[src/hdl/dehaze_fixed_pkg.sv]
// Fixed-point types and default tuning constants for the transmission arithmetic
`default_nettype none

package dehaze_fixed_pkg;

    // ==============================
    // Fixed-point formats
    // ==============================

    // Unsigned Q1.10, 1.0 is 1024
    // holds inverse light, dark channel product and transmission
    typedef logic [10:0] q10_t;

    // Unsigned Q4.4 inverse transmission, 1.0 is 16
    typedef logic [7:0] inv_trans_t;

    // ==============================
    // Default tuning
    // ==============================

    // Omega = 1 - 2^-DEF_OMEGA_SHIFT, so 15/16 by default
    localparam int DEF_OMEGA_SHIFT = 4;

    // Lower clamp on the transmission, roughly 0.1 in Q1.10
    localparam int DEF_T_MIN = 103;

endpackage

`default_nettype wire

[src/hdl/dehaze_pixel_pkg.sv]
// Pixel and colour channel types for the dehazing pipeline
`default_nettype none

package dehaze_pixel_pkg;

    // ==============================
    // Colour data
    // ==============================

    // One 8-bit colour channel
    typedef logic [7:0] chan_t;

    // RGB888 pixel, red in [23:16], green in [15:8], blue in [7:0]
    typedef logic [23:0] rgb_t;

    // Channel positions inside rgb_t, in units of one channel
    localparam int CH_BLUE  = 0;
    localparam int CH_GREEN = 1;
    localparam int CH_RED   = 2;

endpackage

`default_nettype wire

[src/hdl/channel_offset_path.sv]
// Three-stage pipeline for per-channel offset from the light, its direction and the light
`timescale 1ns/1ps
`default_nettype none

module channel_offset_path (
    input  wire                          clk,
    input  wire                          in_valid,
    input  wire dehaze_pixel_pkg::rgb_t  centre,
    input  wire dehaze_pixel_pkg::chan_t a_r,
    input  wire dehaze_pixel_pkg::chan_t a_g,
    input  wire dehaze_pixel_pkg::chan_t a_b,
    output dehaze_pixel_pkg::chan_t      offset_r,
    output dehaze_pixel_pkg::chan_t      offset_g,
    output dehaze_pixel_pkg::chan_t      offset_b,
    output logic                         brighter_r,
    output logic                         brighter_g,
    output logic                         brighter_b,
    output dehaze_pixel_pkg::chan_t      light_r,
    output dehaze_pixel_pkg::chan_t      light_g,
    output dehaze_pixel_pkg::chan_t      light_b
);
    import dehaze_pixel_pkg::*;

    // Arrays are indexed blue 0, green 1, red 2
    chan_t      light [3];
    chan_t      off_s1 [3];
    chan_t      off_s2 [3];
    chan_t      off_s3 [3];
    chan_t      lt_s1 [3];
    chan_t      lt_s2 [3];
    chan_t      lt_s3 [3];
    logic [2:0] up_s1;
    logic [2:0] up_s2;
    logic [2:0] up_s3;
    logic [2:0] v_q;

    assign light = '{a_b, a_g, a_r};

    // |I - A| and its sign, captured only for a valid window
    always_ff @(posedge clk) begin
        if (in_valid) begin
            for (int c = 0; c < 3; c++) begin
                up_s1[c]  <= centre[8*c +: 8] >= light[c];
                off_s1[c] <= (centre[8*c +: 8] >= light[c]) ? centre[8*c +: 8] - light[c]
                                                            : light[c] - centre[8*c +: 8];
                lt_s1[c]  <= light[c];
            end
        end
    end

    // Two more stages to line up with the reciprocal of the transmission
    always_ff @(posedge clk) begin
        off_s2 <= off_s1;
        off_s3 <= off_s2;
        up_s2  <= up_s1;
        up_s3  <= up_s2;
        lt_s2  <= lt_s1;
        lt_s3  <= lt_s2;
        v_q    <= {v_q[1:0], in_valid};
    end

    assign offset_r   = off_s3[CH_RED];
    assign offset_g   = off_s3[CH_GREEN];
    assign offset_b   = off_s3[CH_BLUE];
    assign brighter_r = up_s3[CH_RED];
    assign brighter_g = up_s3[CH_GREEN];
    assign brighter_b = up_s3[CH_BLUE];
    assign light_r    = lt_s3[CH_RED];
    assign light_g    = lt_s3[CH_GREEN];
    assign light_b    = lt_s3[CH_BLUE];

    // A darker-than-light channel always leaves a nonzero offset
    a_dark_offset: assert property (@(posedge clk)
        v_q[2] |-> (brighter_r || offset_r != 8'd0) && (brighter_g || offset_g != 8'd0)
                   && (brighter_b || offset_b != 8'd0));

endmodule

`default_nettype wire

[src/hdl/dehaze_core.sv]
// Dehazing back end joining transmission estimation, channel offset and scene recovery
`timescale 1ns/1ps
`default_nettype none

module dehaze_core #(
    parameter int omega_shift = dehaze_fixed_pkg::DEF_OMEGA_SHIFT,
    parameter int t_min       = dehaze_fixed_pkg::DEF_T_MIN
) (
    input  wire                          clk,
    input  wire                          rst,
    input  wire                          in_valid,
    input  wire dehaze_pixel_pkg::rgb_t  win_0,
    input  wire dehaze_pixel_pkg::rgb_t  win_1,
    input  wire dehaze_pixel_pkg::rgb_t  win_2,
    input  wire dehaze_pixel_pkg::rgb_t  win_3,
    input  wire dehaze_pixel_pkg::rgb_t  win_4,
    input  wire dehaze_pixel_pkg::rgb_t  win_5,
    input  wire dehaze_pixel_pkg::rgb_t  win_6,
    input  wire dehaze_pixel_pkg::rgb_t  win_7,
    input  wire dehaze_pixel_pkg::rgb_t  win_8,
    input  wire dehaze_pixel_pkg::chan_t a_r,
    input  wire dehaze_pixel_pkg::chan_t a_g,
    input  wire dehaze_pixel_pkg::chan_t a_b,
    input  wire dehaze_fixed_pkg::q10_t  inv_a_r,
    input  wire dehaze_fixed_pkg::q10_t  inv_a_g,
    input  wire dehaze_fixed_pkg::q10_t  inv_a_b,
    output dehaze_pixel_pkg::rgb_t       out_pixel,
    output logic                         out_valid
);
    import dehaze_pixel_pkg::*;
    import dehaze_fixed_pkg::*;

    inv_trans_t inv_trans;
    logic       trans_valid;
    chan_t      offset_r;
    chan_t      offset_g;
    chan_t      offset_b;
    logic       brighter_r;
    logic       brighter_g;
    logic       brighter_b;
    chan_t      light_r;
    chan_t      light_g;
    chan_t      light_b;

    // ==============================
    // Transmission path, 3 cycles
    // ==============================
    transmission_estimator #(
        .omega_shift (omega_shift),
        .t_min       (t_min)
    ) i_trans (
        .clk         (clk),
        .rst         (rst),
        .in_valid    (in_valid),
        .win_0       (win_0),
        .win_1       (win_1),
        .win_2       (win_2),
        .win_3       (win_3),
        .win_4       (win_4),
        .win_5       (win_5),
        .win_6       (win_6),
        .win_7       (win_7),
        .win_8       (win_8),
        .inv_a_r     (inv_a_r),
        .inv_a_g     (inv_a_g),
        .inv_a_b     (inv_a_b),
        .inv_trans   (inv_trans),
        .trans_valid (trans_valid)
    );

    // Offset path runs alongside, same depth
    channel_offset_path i_offset (
        .clk        (clk),
        .in_valid   (in_valid),
        .centre     (win_4),
        .a_r        (a_r),
        .a_g        (a_g),
        .a_b        (a_b),
        .offset_r   (offset_r),
        .offset_g   (offset_g),
        .offset_b   (offset_b),
        .brighter_r (brighter_r),
        .brighter_g (brighter_g),
        .brighter_b (brighter_b),
        .light_r    (light_r),
        .light_g    (light_g),
        .light_b    (light_b)
    );

    // ==============================
    // Recovery, 1 cycle
    // ==============================
    scene_recovery i_recover (
        .clk         (clk),
        .rst         (rst),
        .trans_valid (trans_valid),
        .inv_trans   (inv_trans),
        .offset_r    (offset_r),
        .offset_g    (offset_g),
        .offset_b    (offset_b),
        .brighter_r  (brighter_r),
        .brighter_g  (brighter_g),
        .brighter_b  (brighter_b),
        .light_r     (light_r),
        .light_g     (light_g),
        .light_b     (light_b),
        .out_pixel   (out_pixel),
        .out_valid   (out_valid)
    );

endmodule

`default_nettype wire

[src/hdl/scene_recovery.sv]
// One-stage scene recovery combining offsets, light and inverse transmission
`timescale 1ns/1ps
`default_nettype none

module scene_recovery (
    input  wire                              clk,
    input  wire                              rst,
    input  wire                              trans_valid,
    input  wire dehaze_fixed_pkg::inv_trans_t inv_trans,
    input  wire dehaze_pixel_pkg::chan_t     offset_r,
    input  wire dehaze_pixel_pkg::chan_t     offset_g,
    input  wire dehaze_pixel_pkg::chan_t     offset_b,
    input  wire                              brighter_r,
    input  wire                              brighter_g,
    input  wire                              brighter_b,
    input  wire dehaze_pixel_pkg::chan_t     light_r,
    input  wire dehaze_pixel_pkg::chan_t     light_g,
    input  wire dehaze_pixel_pkg::chan_t     light_b,
    output dehaze_pixel_pkg::rgb_t           out_pixel,
    output logic                             out_valid
);
    import dehaze_pixel_pkg::*;
    import dehaze_fixed_pkg::*;

    chan_t rec_r;
    chan_t rec_g;
    chan_t rec_b;

    // J = A +/- |I - A| / t, saturated to 0..255
    function automatic chan_t recover(input chan_t offset, input logic brighter,
                                      input chan_t light, input inv_trans_t inv_t);
        logic [15:0] prod;
        logic [11:0] scaled;
        chan_t       step;
        logic [8:0]  sum;

        prod   = {8'd0, offset} * {8'd0, inv_t};
        scaled = prod[15:4];
        step   = (scaled > 12'd255) ? 8'd255 : scaled[7:0];
        if (brighter) begin
            sum = {1'b0, light} + {1'b0, step};
            return sum[8] ? 8'd255 : sum[7:0];
        end
        return (light < step) ? 8'd0 : light - step;
    endfunction

    always_comb begin
        rec_r = recover(offset_r, brighter_r, light_r, inv_trans);
        rec_g = recover(offset_g, brighter_g, light_g, inv_trans);
        rec_b = recover(offset_b, brighter_b, light_b, inv_trans);
    end

    always_ff @(posedge clk) begin
        out_pixel <= {rec_r, rec_g, rec_b};
    end

    always_ff @(posedge clk) begin
        if (rst) begin
            out_valid <= 1'b0;
        end else begin
            out_valid <= trans_valid;
        end
    end

    // every delivered pixel is fully defined
    a_out_known: assert property (@(posedge clk) disable iff (rst)
        out_valid |-> !$isunknown(out_pixel));

endmodule

`default_nettype wire

[src/hdl/transmission_estimator.sv]
// Three-stage pipeline from a 3x3 window and inverse light to the inverse transmission
`timescale 1ns/1ps
`default_nettype none

module transmission_estimator #(
    parameter int omega_shift = dehaze_fixed_pkg::DEF_OMEGA_SHIFT,
    parameter int t_min       = dehaze_fixed_pkg::DEF_T_MIN
) (
    input  wire                          clk,
    input  wire                          rst,
    input  wire                          in_valid,
    input  wire dehaze_pixel_pkg::rgb_t  win_0,
    input  wire dehaze_pixel_pkg::rgb_t  win_1,
    input  wire dehaze_pixel_pkg::rgb_t  win_2,
    input  wire dehaze_pixel_pkg::rgb_t  win_3,
    input  wire dehaze_pixel_pkg::rgb_t  win_4,
    input  wire dehaze_pixel_pkg::rgb_t  win_5,
    input  wire dehaze_pixel_pkg::rgb_t  win_6,
    input  wire dehaze_pixel_pkg::rgb_t  win_7,
    input  wire dehaze_pixel_pkg::rgb_t  win_8,
    input  wire dehaze_fixed_pkg::q10_t  inv_a_r,
    input  wire dehaze_fixed_pkg::q10_t  inv_a_g,
    input  wire dehaze_fixed_pkg::q10_t  inv_a_b,
    output dehaze_fixed_pkg::inv_trans_t inv_trans,
    output logic                         trans_valid
);
    import dehaze_pixel_pkg::*;
    import dehaze_fixed_pkg::*;

    localparam q10_t q10_one = 11'd1024;

    rgb_t        win [9];
    chan_t       filt_d [3];
    chan_t       filt_q [3];
    q10_t        inv_sc_r_q;
    q10_t        inv_sc_g_q;
    q10_t        inv_sc_b_q;
    logic        s1_valid;
    logic        s2_valid;
    chan_t       min_f;
    q10_t        min_inv;
    logic [18:0] prod;
    q10_t        prod_q;
    q10_t        trans;
    logic [14:0] quot;

    function automatic logic [11:0] widen(input chan_t v);
        return {4'd0, v};
    endfunction

    assign win = '{win_0, win_1, win_2, win_3, win_4, win_5, win_6, win_7, win_8};

    // ==============================
    // Stage 1, smoothing and omega/A
    // ==============================

    // Kernel 1-2-1 / 2-4-2 / 1-2-1, sum of weights is 16
    for (genvar c = 0; c < 3; c++) begin : g_filter
        logic [11:0] corners;
        logic [11:0] edges;
        logic [11:0] sum;

        assign corners = widen(win[0][8*c +: 8]) + widen(win[2][8*c +: 8])
                       + widen(win[6][8*c +: 8]) + widen(win[8][8*c +: 8]);
        assign edges   = widen(win[1][8*c +: 8]) + widen(win[3][8*c +: 8])
                       + widen(win[5][8*c +: 8]) + widen(win[7][8*c +: 8]);
        assign sum     = corners + (edges << 1) + (widen(win[4][8*c +: 8]) << 2);
        assign filt_d[c] = sum[11:4];
    end

    always_ff @(posedge clk) begin
        filt_q     <= filt_d;
        inv_sc_r_q <= inv_a_r - (inv_a_r >> omega_shift);
        inv_sc_g_q <= inv_a_g - (inv_a_g >> omega_shift);
        inv_sc_b_q <= inv_a_b - (inv_a_b >> omega_shift);
    end

    // ==============================
    // Stage 2, dark channel product
    // ==============================

    // Ties resolve to red first, then green
    always_comb begin
        if (filt_q[CH_RED] <= filt_q[CH_GREEN] && filt_q[CH_RED] <= filt_q[CH_BLUE]) begin
            min_f   = filt_q[CH_RED];
            min_inv = inv_sc_r_q;
        end else if (filt_q[CH_GREEN] <= filt_q[CH_BLUE]) begin
            min_f   = filt_q[CH_GREEN];
            min_inv = inv_sc_g_q;
        end else begin
            min_f   = filt_q[CH_BLUE];
            min_inv = inv_sc_b_q;
        end
        prod = {11'd0, min_f} * {8'd0, min_inv};
    end

    always_ff @(posedge clk) begin
        prod_q <= (prod > 19'd1024) ? q10_one : prod[10:0];
    end

    // ==============================
    // Stage 3, clamp and reciprocal
    // ==============================

    always_comb begin
        trans = q10_one - prod_q;
        if (trans < q10_t'(t_min)) begin
            trans = q10_t'(t_min);
        end
        // Q4.4 result of 1.0 / t
        quot = 15'd16384 / {4'd0, trans};
    end

    always_ff @(posedge clk) begin
        inv_trans <= quot[7:0];
    end

    always_ff @(posedge clk) begin
        if (rst) begin
            s1_valid    <= 1'b0;
            s2_valid    <= 1'b0;
            trans_valid <= 1'b0;
        end else begin
            s1_valid    <= in_valid;
            s2_valid    <= s1_valid;
            trans_valid <= s2_valid;
        end
    end

    // Smallest allowed transmission must keep 16384/t below 256
    a_t_min_floor: assert property (@(posedge clk) disable iff (rst) t_min >= 65);

    // reciprocal of a valid result never overflows inv_trans
    a_inv_trans_fits: assert property (@(posedge clk) disable iff (rst)
        s2_valid |-> quot[14:8] == 7'd0);

endmodule

`default_nettype wire

[config.mk]
export PLATFORM = sky130hd
export DESIGN_NAME = dehaze_core
export DESIGN_NICKNAME = d
export VERILOG_FILES = /design/src/hdl/dehaze_fixed_pkg.sv /design/src/hdl/dehaze_pixel_pkg.sv /design/src/hdl/channel_offset_path.sv /design/src/hdl/dehaze_core.sv /design/src/hdl/scene_recovery.sv /design/src/hdl/transmission_estimator.sv
export SDC_FILE = /design/constraint.sdc
export NUM_CORES = 2
export LEC_CHECK = 0
export BUFFER_PORTS_ARGS = -buffer_cell sky130_fd_sc_hd__buf_2
export CAP_MARGIN = 15
export CORE_MARGIN = 1.5
export CORE_UTILIZATION = 67
export CTS_CLUSTER_SIZE = 12
export DETAILED_ROUTE_END_ITERATION = 6
export PLACE_DENSITY = 0.89
export SLEW_MARGIN = 20
export SYNTH_ARGS = -nofsm -noshare
export SYNTH_HDL_FRONTEND = slang
export SYNTH_SLANG_ARGS = --single-unit
[constraint.sdc]
create_clock -name clk -period 30.5 [get_ports clk]
set_input_delay 0 -clock clk [delete_from_list [all_inputs] [get_ports clk]]
set_output_delay 0 -clock clk [all_outputs]
set_load 0.01 [all_outputs]
* Word level (Yosys, flattened, before mapping)
Index checks and enable logic that the tools add are counted.
Storage, ports and cells: bits in registers 257, input bits 276, output and inout port bits 25, logic and storage cells 120
Cells by class: $add $sub $neg 40, multipliers 4, div/mod/pow operators 1, magnitude comparators 14, muxes and demuxes 26, reduce and logical (&&, ||, !) cells 1
Operator list (count):
- $mux 8 | 20
- $add 8x8->9 | 9
- $add 12x8->12 | 6
- $sub 8x8->8 | 9
- $add 11x8->11 | 6
- $mul 8x8->16 | 3
- $add 12x10->12 | 3
- $add 12x12->12 | 3
- $gt 12x8->1 const B | 3
- $mux 11 | 3
- $sub 11x7->11 | 3
- $ge 8x8->1 | 3
- $le 8x8->1 | 3
- $lt 8x8->1 | 3
- $gt 19x11->1 const B | 1
- $mul 8x11->19 | 1
- $div 15x11->15 const A | 1
- $lt 11x7->1 const B | 1
- $sub 11x11->11 const A | 1
- $mux 1 | 3
- $logic_and 1x1->1 | 1

* Longest topological paths before layout
word-level depth 7, gate-level depth with buffers 109, depth with buffers taken out 100

* By module
From an unflattened synthesis, not the netlist that was laid out.
Second synthesis, totals: cells, all modules 3445, area, all modules 31395.1 µm²
Modules (own cells, without submodules):
- transmission_estimator | instances 1, cells each 1903, area an instance 16452.0 µm², seq. area each 1581.5 µm²
- scene_recovery | instances 1, cells each 1128, area an instance 9374.0 µm², seq. area each 500.5 µm²
- channel_offset_path | instances 1, cells each 414, area an instance 5569.1 µm², seq. area each 3573.4 µm²

* Least setup slack after synthesis
OpenSTA, ideal clock, no wires.
path kind reg2reg, from reg i_trans.prod_q[0], to reg i_trans.inv_trans[0], library setup time 136 ps, arrival time 20021 ps, required time 30364 ps, path slack 10344 ps, stages on the path, launching flop included 95, path buffers 9, period minus slack after synthesis 20156 ps, cells stage by stage dfxtp_1 > buf_2 > inv_1 > ha_1 > buf_2 > or4b_1 > nor4b_4 > a211oi_4 > o21a_1 > nor2_1 > ha_1 > clkbuf_1 > o311ai_0 > a31oi_1 > o211ai_1 > nor3_1 > ha_1 > a21o_1 > (+59 left out) > mux2_2 > ha_1 > a21o_1 > a21oi_1 > nand3_1 > a31o_2 > a21oi_1 > o21a_1 > and4_4 > buf_12 > mux2_4 > ha_1 > a2111oi_0 > o21a_1 > o21ai_0 > or3_1 > a21oi_1 > o2111ai_1
On the way: cells in the longest elaborated chain, start to end 4
RTL lines:
- start, declared | RTL line transmission_estimator.sv:43 | q10_t prod_q;
- start signal, assigned | RTL line transmission_estimator.sv:98 | prod_q <= (prod > 19'd1024) ? q10_one : prod[10:0];
- $sub 11x11->11 (*) | RTL line transmission_estimator.sv:106 | trans = q10_one - prod_q;
- $lt 11x7->1 | RTL line transmission_estimator.sv:107 | if (trans < q10_t'(t_min)) begin
- $mux 11 (*) | RTL line transmission_estimator.sv:107
- $div 15x11->15 (*) | RTL line transmission_estimator.sv:111 | quot = 15'd16384 / {4'd0, trans};
- named net i_trans.quot[0] | RTL line transmission_estimator.sv:45 | logic [14:0] quot;
- end signal, assigned | RTL line transmission_estimator.sv:115 | inv_trans <= quot[7:0];
- end, declared | RTL line transmission_estimator.sv:24 | output dehaze_fixed_pkg::inv_trans_t inv_trans,
Mark *: on every way through the listed nets, which the timed path passes. The rest lies on a longest branch. A chain may end at the register's enable or synchronous reset.

* Worst setup path in the final report
Same ends and word-level chain as after synthesis.

==> qor.txt <==
Synthesized flop and latch total = 257
Vias in the first global route = 28,000
Drt pass-1 iters = 7
Data arrival, critical path = 23,970 ps
Clk root buf = clkbuf_16
Final slew viol count = 0
Status = finished with violations
Via Count = 27,300
Final min period = 23,540 ps
Total Routed Length = 84.1 mm
Worst skew pair latency = 580 ps
Overall routing resource usage = 35.2%
Synth cell types = 100
RR Startpoint = i_trans.prod_q[0]$_SDFF_PN0_
Initial core utilization = 68.0%
Met1 wire length = 32.3 mm
CTS tree = yes
Worst Setup SP = i_trans.prod_q[0]$_SDFF_PN0_
Least-Margin Pin Slew = 1000 ps
Total CTS buffers = 28
Primary FF master, synth = dfxtp_1
DR WL/cell = 18.3 um
Synth Cell Area = 31,700 um^2
Post-CTS Setup Bufs = 0
Ports = 301
Post-DR vias/cell = 5.92
WL met3 = 6.64 mm
Max incr delay on CP = 650 ps
DIE AREA = 48,700 um^2
Post-DRT Antenna Nets = 0
Initial antenna violation count = 9
Crit-path most repeated cell = ha_1
CP max stage cell = a221oi_1
Layout Nets = 4,997
Violated checks = design-rule violations
Input/output buffers = 300
Sink Count = 257
Seq/Total Area, Yosys = 17.8%
Worst r2r path cells = 89
Hold path startpoint = win_4[23]
Final period util = 77.2%
Routed wl met2 = 40.2 mm
Setup TNS = 0 ps
Gate Count Post-Synth = 3,594
First-pass GRT wire length = 137 mm
Max capacitance violation total = 0
Die X = 221 um
Mapped Avg Cell Area = 8.83 um^2
Class of the worst hold path = in2reg
Die Y = 221 um
F_max = 42.5 MHz
Slew HR = 32.8%
DRT iter0 DRCs = 2,149
H-tree depth = 1
Worst Path Max Fanout = 20
Worst-path clk slew = 60 ps
Dpl hpwl = 62.3 mm
Area growth syn-to-layout = 12.4%
Setup Viol. Count Final = 0
Yosys warns = 0
Uppermost layer routed = met5
Post-synth EDFFs = 51
Worst-case clock buffer depth = 3
Routability-driven placement congestion ratio = 0.983
Unrepaired setup endpoints after global routing = no
Critical Path Source Type = flop
Setup Skew = 29.7 ps
Crit. End Element = flop
Share of cells above drive strength 1 = 11.8%
Grt ovf = 0
Drc violations = 10
Asr flop ratio synth = 0%
Row cnt = 79
CP Class = reg2reg
Core ar. = 46,700 um^2
Pin count of the biggest net entering global routing = 53
Worst Hold Depth = 3
Final hold vios = 0
WP data required = 30,930 ps
[cell type report]
cell class              instances  area [um^2]
multi-input cells            2655        23500
fillers                      3007        11000
flip-flops and latches        257         5660
repair buffers                406         2500
inverters                     626         2350
clock buffers                  44          802
well taps                     607          759
clock inverters                 7         83.8
diodes                          4         10.0
[per-layer routing]
layer,vias to the layer above,GRT usage (%)
li1,12700,-
met1,13000,41.7
met2,1256,60.6
met3,395,6.75
met4,8,18.4
met5,-,0
[per-stage QoR]
step	setup WS [ps]	instance area, um^2	util [%]	hold WS (ps)	cells
floorplan	10340	31800	-	71.6	3598
global placement	7830	33900	72.7	208	4468
detailed placement	7320	33900	72.7	209	4468
CTS	7220	35600	76.4	40.6	4602
global route	5430	35700	76.4	66.0	4603
finish	6960	35700	76.4	71.0	4606
[state kept, by name, indices dropped and copies added, names as in the netlist]
name and cells:
i_offset.lt_s1 24, i_offset.lt_s2 24, i_offset.off_s1 24, i_offset.off_s2 24, i_recover.out_pixel 24, i_trans.filt_q 24, i_trans.inv_sc_b_q 11, i_trans.inv_sc_g_q 11
i_trans.inv_sc_r_q 11, i_trans.prod_q 11, i_offset.light_b 8, i_offset.light_g 8, i_offset.light_r 8, i_offset.offset_b 8, i_offset.offset_g 8, i_offset.offset_r 8
i_trans.inv_trans 8, i_offset.up_s1 3, i_offset.up_s2 3, i_offset.up_s3 3, i_recover.out_valid 1, i_trans.s1_valid 1, i_trans.s2_valid 1, i_trans.trans_valid 1
[worst paths after layout]
path              slack, ps                            to
setup / recovery       6960  i_trans.inv_trans[0]$_DFF_P_
setup reg to reg       6960  i_trans.inv_trans[0]$_DFF_P_
hold reg to reg         300  i_offset.offset_r[4]$_DFF_P_
hold / removal           70  i_offset.off_s1[7]$_DFFE_PP_
[worst max-delay path, delay by kind of cell, from the launching register on]
| family | cells | cell delay, ps |
|---|---|---|
| simple gates | 22 | 5490 |
| mux | 5 | 1720 |
| fa+ha+maj | 10 | 3760 |
| compound gates | 45 | 10450 |
| buf+inv | 7 | 1630 |
| flops | 1 | 290 |
[logic make-up (layout without fill, tap and decap cells)]
group | count (synthesis) | count (layout) | share of synthesized area [%]
AND/OR/NAND/NOR | 884 | 884 | 14.1
adder cells (fa/ha/maj) | 747 | 747 | 35.9
AO/OA/AOI/OAI | 719 | 719 | 15.0
buffers and inverters | 686 | 1083 | 8.27
flip-flops | 257 | 257 | 17.8
XOR/XNOR | 221 | 221 | 6.10
multiplexers | 78 | 78 | 2.77
other | 2 | 10 | 0.0237
[repair_timing]
item	4_1_cts	5_1_grt
hold endpoints to repair	71	0
hold buffers	83	0
endpoints found under the setup margin	0	0
gates resized for setup	0	0
[cells in the mapped netlist, drive strengths merged, types with 45 or more instances]
library cell	number	area share [%]
and2	163	3.2
a21oi	208	3.3
nor2b	56	1.1
o21bai	77	1.8
clkbuf	45	0.53
edfxtp	51	4.8
dfxtp	206	13
fa	273	17
a21o	112	2.6
ha	474	19
o21ai	124	2.0
xor2	71	2.0
nand2b	46	0.91
nor2	204	2.5
xnor2	150	4.1
nand2	236	2.8
inv	625	7.4
[placed cells by master (no fill, tap or decap), drive strengths merged, types with 16 or more instances in the layout]
cell / Yosys / final
nand2b: 46 / 46
o21ai: 124 / 124
and2: 163 / 163
or2: 26 / 26
a21o: 112 / 112
mux2: 41 / 41
a211oi: 22 / 22
buf: 15 / 323
nor2b: 56 / 56
inv: 625 / 627
xor2: 71 / 71
clkbuf: 45 / 44
dfxtp: 206 / 206
a21oi: 208 / 208
o21bai: 77 / 77
nand4: 16 / 16
and3: 21 / 21
ha: 474 / 474
dlygate4sd3: 0 / 83
a31oi: 40 / 40
nand3: 27 / 27
o21a: 33 / 33
fa: 273 / 273
mux2i: 37 / 37
xnor2: 150 / 150
nor3: 39 / 39
nand2: 236 / 236
nor2: 204 / 204
edfxtp: 51 / 51
Power is not shown: default switching activity piles up to over one toggle a cycle in this logic, so the estimate is an artifact.
